--- config.mk ---
export PLATFORM = sky130hd
export DESIGN_NAME = sar_adc_ctrl
export DESIGN_NICKNAME = d
export VERILOG_FILES = /design/src/source/sar_control_pkg.sv /design/src/source/sar_switch_pkg.sv /design/src/source/cap_switch_driver.sv /design/src/source/offset_trim_search.sv /design/src/source/sar_adc_ctrl.sv /design/src/source/sar_sequencer.sv
export VERILOG_INCLUDE_DIRS = /design/src /design/src/source
export SDC_FILE = /design/constraint.sdc
export NUM_CORES = 1
export LEC_CHECK = 0
export BUFFER_PORTS_ARGS = -buffer_cell sky130_fd_sc_hd__buf_2
export CAP_MARGIN = 20
export CORE_AREA = 2 2 84 94
export DETAILED_ROUTE_END_ITERATION = 8
export DIE_AREA = 0 0 86 96
export PLACE_DENSITY = 0.79
export SLEW_MARGIN = 20
export SYNTH_ARGS = -nofsm -noshare
export SYNTH_HDL_FRONTEND = slang
export SYNTH_SLANG_ARGS = --single-unit
--- constraint.sdc ---
create_clock -name clk -period 4.1 [get_ports clk]
set_input_delay 0.205 -clock clk [delete_from_list [all_inputs] [get_ports clk]]
set_output_delay 0.205 -clock clk [all_outputs]
set_load 0.01 [all_outputs]
--- src/source/sar_consts.svh ---
/* SAR ADC converter constants */

`ifndef SAR_CONSTS_SVH
`define SAR_CONSTS_SVH

// Resolution of the converter in bits.
`define SAR_BITS 8

// Width of one comparator trim code.
// There is one code each for the n side and the p side.
`define TRIM_BITS 4

`endif

--- src/source/sar_control_pkg.sv ---
/* SAR controller command types */

`include "sar_consts.svh"

package sar_control_pkg;

  // Operation that the switch driver applies at the next edge.
  typedef enum logic [2:0] {
    DAC_RELEASE,
    DAC_SAMPLE,
    DAC_FIRST_TRIAL,
    DAC_DECIDE,
    DAC_CALIBRATE
  } dac_mode_t;

  // bit_index names the plate decided by DAC_DECIDE.
  typedef struct packed {
    dac_mode_t                      mode;
    logic [$clog2(`SAR_BITS)-1:0]   bit_index;
  } dac_cmd_t;

  // Comparator offset trim for both inputs.
  typedef struct packed {
    logic [`TRIM_BITS-1:0] cn;
    logic [`TRIM_BITS-1:0] cp;
  } trim_code_t;

endpackage

--- src/source/sar_switch_pkg.sv ---
/* Capacitor DAC switch network types */

`include "sar_consts.svh"

package sar_switch_pkg;

  // Position of one plate switch.
  // The bit patterns are one-hot for the two supply connections.
  typedef enum logic [1:0] {
    PLATE_INPUT = 2'b00,
    PLATE_VSS   = 2'b01,
    PLATE_VDD   = 2'b10
  } plate_sw_t;

  // Top and bottom switch of one differential capacitor.
  typedef struct packed {
    plate_sw_t top;
    plate_sw_t bot;
  } plate_pair_t;

  // Complete switch bank of the capacitor DAC.
  // When precharge is set, the capacitor tops are tied to mid-supply.
  // Index SAR_BITS-1 of plates is the MSB capacitor.
  typedef struct packed {
    logic                           precharge;
    plate_pair_t                    dummy;
    plate_pair_t [`SAR_BITS-1:0]    plates;
  } dac_switch_t;

endpackage

--- src/source/cap_switch_driver.sv ---
/* Capacitor DAC switch driver */

`timescale 1ns/1ps

`include "sar_consts.svh"

module cap_switch_driver
  import sar_switch_pkg::*;
  import sar_control_pkg::*;
(
  input  logic                 clk,
  input  logic                 rst,
  input  logic                 comp_result,
  input  dac_cmd_t             cmd,
  output dac_switch_t          dac,
  output logic [`SAR_BITS-1:0] result_code
);

  localparam plate_pair_t pair_high = '{top: PLATE_VDD, bot: PLATE_VSS};
  localparam plate_pair_t pair_low  = '{top: PLATE_VSS, bot: PLATE_VDD};

  // Precharge on, every plate back on the analog input.
  localparam dac_switch_t bank_released = {1'b1, {(4 * (`SAR_BITS + 1)){1'b0}}};

  dac_switch_t dac_next;

  always_comb begin
    dac_next = dac;
    case (cmd.mode)
      DAC_SAMPLE: begin
        dac_next           = bank_released;
        dac_next.precharge = 1'b0;
      end

      // Trial on the MSB, everything below it pulled the other way.
      DAC_FIRST_TRIAL: begin
        dac_next.precharge = 1'b0;
        dac_next.dummy     = pair_low;
        for (int i = 0; i < `SAR_BITS; i++) begin
          dac_next.plates[i] = pair_low;
        end
        dac_next.plates[`SAR_BITS-1] = pair_high;
      end

      DAC_DECIDE: begin
        dac_next.precharge                = 1'b0;
        dac_next.plates[cmd.bit_index]    = comp_result ? pair_high : pair_low;
        // The next lower plate becomes the new trial.
        if (cmd.bit_index != '0) begin
          dac_next.plates[cmd.bit_index - 1'b1] = pair_high;
        end
      end

      DAC_CALIBRATE: begin
        dac_next.precharge = 1'b1;
        dac_next.dummy     = pair_high;
        for (int i = 0; i < `SAR_BITS; i++) begin
          dac_next.plates[i] = pair_high;
        end
      end

      default: dac_next = bank_released;
    endcase
  end

  always_ff @(posedge clk or posedge rst) begin
    if (rst) begin
      dac <= bank_released;
    end else begin
      dac <= dac_next;
    end
  end

  // A plate left on VSS at its top means that bit was kept.
  always_comb begin
    result_code[0] = ~comp_result;
    for (int i = 1; i < `SAR_BITS; i++) begin
      result_code[i] = dac.plates[i].top[0];
    end
  end

endmodule

--- src/source/offset_trim_search.sv ---
/* Comparator offset trim search */

`timescale 1ns/1ps

`include "sar_consts.svh"

module offset_trim_search
  import sar_control_pkg::*;
(
  input  logic       clk,
  input  logic       rst,
  input  logic       cal_start,
  input  logic       comp_result,
  output logic       cal_done,
  output trim_code_t trim
);

  localparam logic [`TRIM_BITS-1:0] trim_full = '1;

  typedef enum logic [2:0] {
    TS_IDLE,
    TS_CLEAR0,
    TS_CLEAR1,
    TS_SENSE,
    TS_RAMP_UP,
    TS_RAMP_DOWN,
    TS_DONE
  } ts_state_t;

  ts_state_t             state;
  ts_state_t             state_next;
  logic                  off_bit;
  logic                  off_bit_next;
  trim_code_t            trim_next;
  trim_code_t            turn;
  trim_code_t            turn_next;
  logic [`TRIM_BITS-1:0] active;
  logic [`TRIM_BITS:0]   sum_cn;
  logic [`TRIM_BITS:0]   sum_cp;

  // The side that corrects the offset depends on the sensed polarity.
  assign active = off_bit ? trim.cn : trim.cp;

  assign sum_cn = {1'b0, turn.cn} + {1'b0, trim.cn};
  assign sum_cp = {1'b0, turn.cp} + {1'b0, trim.cp};

  always_ff @(posedge clk or posedge rst) begin
    if (rst) begin
      state   <= TS_IDLE;
      off_bit <= 1'b0;
      turn    <= '0;
      trim    <= '0;
    end else begin
      state   <= state_next;
      off_bit <= off_bit_next;
      turn    <= turn_next;
      trim    <= trim_next;
    end
  end

  always_comb begin
    state_next   = state;
    off_bit_next = off_bit;
    turn_next    = turn;
    trim_next    = trim;
    cal_done     = 1'b0;

    case (state)
      TS_IDLE: if (cal_start) state_next = TS_CLEAR0;

      // Two settling cycles with no trim applied.
      TS_CLEAR0: begin
        trim_next  = '0;
        state_next = TS_CLEAR1;
      end

      TS_CLEAR1: begin
        trim_next  = '0;
        state_next = TS_SENSE;
      end

      TS_SENSE: begin
        off_bit_next = comp_result;
        state_next   = TS_RAMP_UP;
      end

      TS_RAMP_UP: begin
        if ((comp_result != off_bit) || (active == trim_full)) begin
          // First turning point found; restart from full scale on the same side.
          turn_next    = trim;
          trim_next.cn = {`TRIM_BITS{off_bit}};
          trim_next.cp = {`TRIM_BITS{~off_bit}};
          state_next   = TS_RAMP_DOWN;
        end else if (off_bit) begin
          trim_next.cn = trim.cn + 1'b1;
        end else begin
          trim_next.cp = trim.cp + 1'b1;
        end
      end

      TS_RAMP_DOWN: begin
        if ((comp_result == off_bit) || (active == '0)) begin
          // Settle halfway between the two turning points, rounded down.
          trim_next.cn = sum_cn[`TRIM_BITS:1];
          trim_next.cp = sum_cp[`TRIM_BITS:1];
          state_next   = TS_DONE;
        end else if (off_bit) begin
          trim_next.cn = trim.cn - 1'b1;
        end else begin
          trim_next.cp = trim.cp - 1'b1;
        end
      end

      TS_DONE: begin
        cal_done   = 1'b1;
        state_next = TS_IDLE;
      end

      default: state_next = TS_IDLE;
    endcase
  end

endmodule

--- src/source/sar_adc_ctrl.sv ---
/* SAR ADC control top level */

`timescale 1ns/1ps

`include "sar_consts.svh"

module sar_adc_ctrl
  import sar_switch_pkg::*;
  import sar_control_pkg::*;
(
  input  logic                 clk,
  input  logic                 rst,
  input  logic                 adc_en,
  input  logic                 calib_en,
  input  logic                 comp_result,
  output dac_switch_t          dac,
  output logic                 eoc_n,
  output logic                 load_reg,
  output logic [`SAR_BITS-1:0] result_code,
  output trim_code_t           trim
);

  dac_cmd_t cmd;
  logic     cal_start;
  logic     cal_done;

  // The sequencer decides what the DAC does in each cycle.
  sar_sequencer u_sequencer (
    .clk       (clk),
    .rst       (rst),
    .adc_en    (adc_en),
    .calib_en  (calib_en),
    .cal_done  (cal_done),
    .cmd       (cmd),
    .cal_start (cal_start),
    .eoc_n     (eoc_n),
    .load_reg  (load_reg)
  );

  // Switch bank register and result assembly.
  cap_switch_driver u_switch_driver (
    .clk         (clk),
    .rst         (rst),
    .comp_result (comp_result),
    .cmd         (cmd),
    .dac         (dac),
    .result_code (result_code)
  );

  // Offset search runs only while the sequencer sits in calibration.
  offset_trim_search u_trim_search (
    .clk         (clk),
    .rst         (rst),
    .cal_start   (cal_start),
    .comp_result (comp_result),
    .cal_done    (cal_done),
    .trim        (trim)
  );

endmodule

--- src/source/sar_sequencer.sv ---
/* SAR conversion sequencer */

`timescale 1ns/1ps

`include "sar_consts.svh"

module sar_sequencer
  import sar_control_pkg::*;
(
  input  logic     clk,
  input  logic     rst,
  input  logic     adc_en,
  input  logic     calib_en,
  input  logic     cal_done,
  output dac_cmd_t cmd,
  output logic     cal_start,
  output logic     eoc_n,
  output logic     load_reg
);

  localparam int unsigned idx_w = $clog2(`SAR_BITS);

  typedef enum logic [2:0] {
    ST_IDLE,
    ST_FIRST_TRIAL,
    ST_DECIDE,
    ST_FINISH,
    ST_CALIBRATE
  } seq_state_t;

  seq_state_t       state;
  seq_state_t       state_next;
  logic [idx_w-1:0] bit_cnt;
  logic [idx_w-1:0] bit_cnt_next;

  always_ff @(posedge clk or posedge rst) begin
    if (rst) begin
      state   <= ST_IDLE;
      bit_cnt <= '0;
    end else begin
      state   <= state_next;
      bit_cnt <= bit_cnt_next;
    end
  end

  always_comb begin
    state_next    = state;
    bit_cnt_next  = bit_cnt;
    cmd.mode      = DAC_RELEASE;
    cmd.bit_index = bit_cnt;
    cal_start     = 1'b0;
    eoc_n         = 1'b0;
    load_reg      = 1'b0;

    case (state)
      ST_IDLE: begin
        // Calibration wins when both requests are present.
        if (calib_en) begin
          cal_start  = 1'b1;
          state_next = ST_CALIBRATE;
        end else if (adc_en) begin
          cmd.mode   = DAC_SAMPLE;
          state_next = ST_FIRST_TRIAL;
        end
      end

      ST_FIRST_TRIAL: begin
        eoc_n        = 1'b1;
        cmd.mode     = DAC_FIRST_TRIAL;
        bit_cnt_next = idx_w'(`SAR_BITS - 1);
        state_next   = ST_DECIDE;
      end

      ST_DECIDE: begin
        eoc_n    = 1'b1;
        cmd.mode = DAC_DECIDE;
        // Bit 0 is resolved in the finish cycle, straight from the comparator.
        if (bit_cnt == 1) begin
          state_next = ST_FINISH;
        end else begin
          bit_cnt_next = bit_cnt - 1'b1;
        end
      end

      ST_FINISH: begin
        eoc_n      = 1'b1;
        load_reg   = 1'b1;
        state_next = ST_IDLE;
      end

      ST_CALIBRATE: begin
        if (cal_done) begin
          state_next = ST_IDLE;
        end else begin
          cmd.mode = DAC_CALIBRATE;
        end
      end

      default: state_next = ST_IDLE;
    endcase
  end

endmodule

==> results.toml <==
[timing]
maxSlewHeadroom_pct = 49.6
min_period_ns = 2.77
final.hold.worst_slack_ns = 0.0860
hold_viol_final = 0
rsz0062_at_grt = "no"
maxClockFrequency_mhz = 360
tightest_slew_ns = 0.756
report.final.slew_viol_count = 0
finalCritPeriodShare_pct = 67.7
sum_of_negative_setup_slack_ns = 0
setup_slack_ns = 1.33
max_clock_skew_ns = 0.0106
setup_viol_count_final = 0

[layout]
layout.cells.most_common = "sky130_fd_sc_hd__dfrtp_1"
area_growth_syn_to_layout_pct = 12.0
layout_common_cells = "sky130_fd_sc_hd__dfrtp_1 (60), sky130_fd_sc_hd__buf_2 (59), sky130_fd_sc_hd__nor2_1 (37)"
drive_above_1_share_pct = 23.4
final_cell_count_no_fill = 514
num_antenna_cells = 0
design.final.nets = 442

[synth]
synth_top_cell_area_share_pct = 42.6
synth-edff-count = 0
netlist_area_sq_um = 3520
synth_simple_gate_area_share_pct = 16.9
synth-seq-area-share_pct = 43.3
fraction_of_synthesized_area_in_multiplexers_pct = 3.12
async_reset_ff_share_pct = 100
syn_inst = 381
synth_compound_area_share_pct = 22.2
syn-num-nets = 401
synth_adder_area_share_pct = 5.75
top_reg_cell_synth = "sky130_fd_sc_hd__dfrtp_1"
combinational_family_with_the_most_area_after_synthesis = "compound AO/OA/AOI/OAI gates"
top_cells_by_area_in_the_synthesized_netlist = "sky130_fd_sc_hd__dfrtp_1 (43%), sky130_fd_sc_hd__ha_1 (4.6%), sky130_fd_sc_hd__o21ai_0 (4.4%)"
postSynthAreaPerCell_sq_um = 9.25
ff_latch_count_synth = 61
netlist.top_cell.by_area = "sky130_fd_sc_hd__dfrtp_1"
post_synth_xor_area_fraction_pct = 1.99
synth_cell_types = 62
synth_warnings = 0

[place]
gp_congestion = 0.856
port-buffer-count = 59
dpl.cell_count = 498
dp_worst_setup_slack_ns = 1.41
place.detailed.hpwl_microns = 5830

[global_route]
grt_remaining_overflow = 0
grt_antenna_before_repair = 0
first_global_vias = 2939
wire_length_of_the_first_global_routing_pass_microns = 14100
grt_usage_pct = 21.3
maximum_number_of_pins_on_one_net_before_global_route_repair = 62

[power_and_ir_drop]
worst_ir_drop_vdd_uv = 370
cellPowerDensity_nw_per_um2 = 831
cellLeakagePower_nw = 1.84

[detailed_routing]
wire_per_inst_microns = 16.2
post_drt_via_cell_ratio = 5.96
drt_first_pass_iters = 5
ant_nets = 0
drc = 0
routed_wl_microns = 8320
num_vias = 3064
drt-initial-drc-count = 180

[floorplanning]
io_pins = 60
die_y_microns = 96
die-width_microns = 86
design.die.area_sq_um = 8260
start_util_pct = 48.2
core-area_sq_um = 7310
rows = 33

[clocking]
clkSlewWorstSetupHoldPaths_ns = 0.07
tritoncts.num_buffers = 9
cts.sink_count = 61
clock-root-buffer = "sky130_fd_sc_hd__clkbuf_8"
post_cts_hold_buffer_count = 0
cts_tree = "built"
post_cts_buffers = 0
source_to_sink_clock_delay_at_the_later_pin_of_the_worst_skew_pair_ns = 0.33
number_of_resized_instances_in_the_post_cts_repair_step = 0
buffers_from_clock_root_to_sink_at_most = 2
cts_max_level = 3

[worst_setup_path]
reg2reg_to = "u_switch_driver.dac[12]"
reg2reg_slack_ns = 1.33
worst_r2r_path_depth = 7
worst_path_fanout_max = 18
critical_path_class = "flop to flop"
start_kind = "flop"
cp_data_required_time_ns = 4.35
worst_ep_arrival_time_ns = 3.02
cp-end-kind = "flop"
r2r-start = "u_sequencer.bit_cnt[0]"

[status]
run_status = "complete, no violations"

[job]
drv.max_cap_violation_count = 0

[worst_hold_path]
worstHoldPathType = "input port to asynchronous set/reset pin"
-- stage by stage --
step | utilization [%] | cell area [sq um] | power (mW)
after floorplan | - | 3520 | 2.33
after global placement | 51.3 | 3750 | 2.67
after detailed placement | 51.4 | 3760 | 2.75
after CTS | 54.0 | 3950 | 3.30
after global routing | 54.0 | 3950 | 3.57
final | 54.0 | 3950 | 3.28
-- layer usage --
metal	vias to the layer above	share of wire [%]	routed length [microns]	track usage, %
met5	-	0	0	0
met4	0	1.9	158	7.94
met3	17	6.4	532	4.55
met2	116	51	4210	35.5
met1	1487	41	3420	27.2
li1	1444	-	-	-
-- state kept, by name (all words and copies together) (netlist names) --
signal                 count
u_sequencer.bit_cnt        3
u_sequencer.state          3
u_switch_driver.dac       35
u_trim_search.off_bit      1
u_trim_search.state        3
u_trim_search.trim         8
u_trim_search.turn         8
-- worst max-delay path, stage by stage, from the launching register on --
cell                       delay (ns)
sky130_fd_sc_hd__dfrtp_1         0.68
sky130_fd_sc_hd__clkinv_1        0.42
sky130_fd_sc_hd__ha_1            0.45
sky130_fd_sc_hd__or3_1           0.40
sky130_fd_sc_hd__a211oi_1        0.34
sky130_fd_sc_hd__nor2_1          0.11
sky130_fd_sc_hd__a21boi_0        0.13
sky130_fd_sc_hd__o21ai_0         0.16
-- layout make-up --
| class | count | area [sq um] |
|---|---|---|
| clock inverters | 4 | 47.5 |
| inverters | 13 | 48.8 |
| multi-input cells | 276 | 1760 |
| well taps | 87 | 109 |
| flip-flops and latches | 61 | 1530 |
| repair buffers | 61 | 310 |
| clock buffers | 12 | 145 |
| fillers | 647 | 3360 |
-- Yosys cell counts, types with 3 or more instances --
| library cell | instances |
|---|---|
| sky130_fd_sc_hd__a31oi_1 | 8 |
| sky130_fd_sc_hd__o21ai_1 | 3 |
| sky130_fd_sc_hd__dfrtp_1 | 60 |
| sky130_fd_sc_hd__nand2b_1 | 4 |
| sky130_fd_sc_hd__a21boi_0 | 3 |
| sky130_fd_sc_hd__o31ai_1 | 9 |
| sky130_fd_sc_hd__o21a_1 | 4 |
| sky130_fd_sc_hd__or2_2 | 5 |
| sky130_fd_sc_hd__xor2_1 | 3 |
| sky130_fd_sc_hd__a31o_2 | 4 |
| sky130_fd_sc_hd__nand3_1 | 10 |
| sky130_fd_sc_hd__clkbuf_1 | 13 |
| sky130_fd_sc_hd__a32o_1 | 3 |
| sky130_fd_sc_hd__nand2_1 | 33 |
| sky130_fd_sc_hd__nand3b_1 | 5 |
| sky130_fd_sc_hd__ha_1 | 13 |
| sky130_fd_sc_hd__xnor2_1 | 5 |
| sky130_fd_sc_hd__nor2b_1 | 5 |
| sky130_fd_sc_hd__buf_2 | 3 |
| sky130_fd_sc_hd__buf_4 | 11 |
| sky130_fd_sc_hd__nor2_1 | 37 |
| sky130_fd_sc_hd__mux2_2 | 8 |
| sky130_fd_sc_hd__nor3_1 | 10 |
| sky130_fd_sc_hd__o211ai_1 | 8 |
| sky130_fd_sc_hd__a21oi_1 | 23 |
| sky130_fd_sc_hd__o21ai_0 | 31 |
| sky130_fd_sc_hd__inv_1 | 11 |
-- where the power goes --
part	leakage, nW	internal (mW)	total, mW	switching (mW)
clock network	0.0964	0.296	0.533	0.237
registers	0.768	0.841	1.16	0.323
logic	0.979	0.680	1.58	0.905
-- cell families (layout without fill, tap and decap cells) --
| family | Yosys count | in the layout |
|---|---|---|
| flops | 61 | 61 |
| compound gates | 120 | 120 |
| fa+ha+maj | 15 | 15 |
| simple gates | 123 | 123 |
| buf+inv | 44 | 90 |
| mux | 10 | 10 |
| xor+xnor | 8 | 8 |
-- how the worst max path moves through the flow --
stage          depth (start not counted)  slack, ns              startpoint                 endpoint
6_report                               7       1.33  u_sequencer.bit_cnt[0]  u_switch_driver.dac[12]
5_1_grt                                7       1.02  u_sequencer.bit_cnt[0]  u_switch_driver.dac[12]
4_1_cts                                7       1.39  u_sequencer.bit_cnt[0]  u_switch_driver.dac[12]
3_5_place_dp                           7       1.41  u_sequencer.bit_cnt[0]  u_switch_driver.dac[12]
3_3_place_gp                           7       1.56  u_sequencer.bit_cnt[0]  u_switch_driver.dac[15]
2_1_floorplan                          9       1.89  u_sequencer.bit_cnt[1]  u_switch_driver.dac[16]
Power figures use the tool's default switching activity.
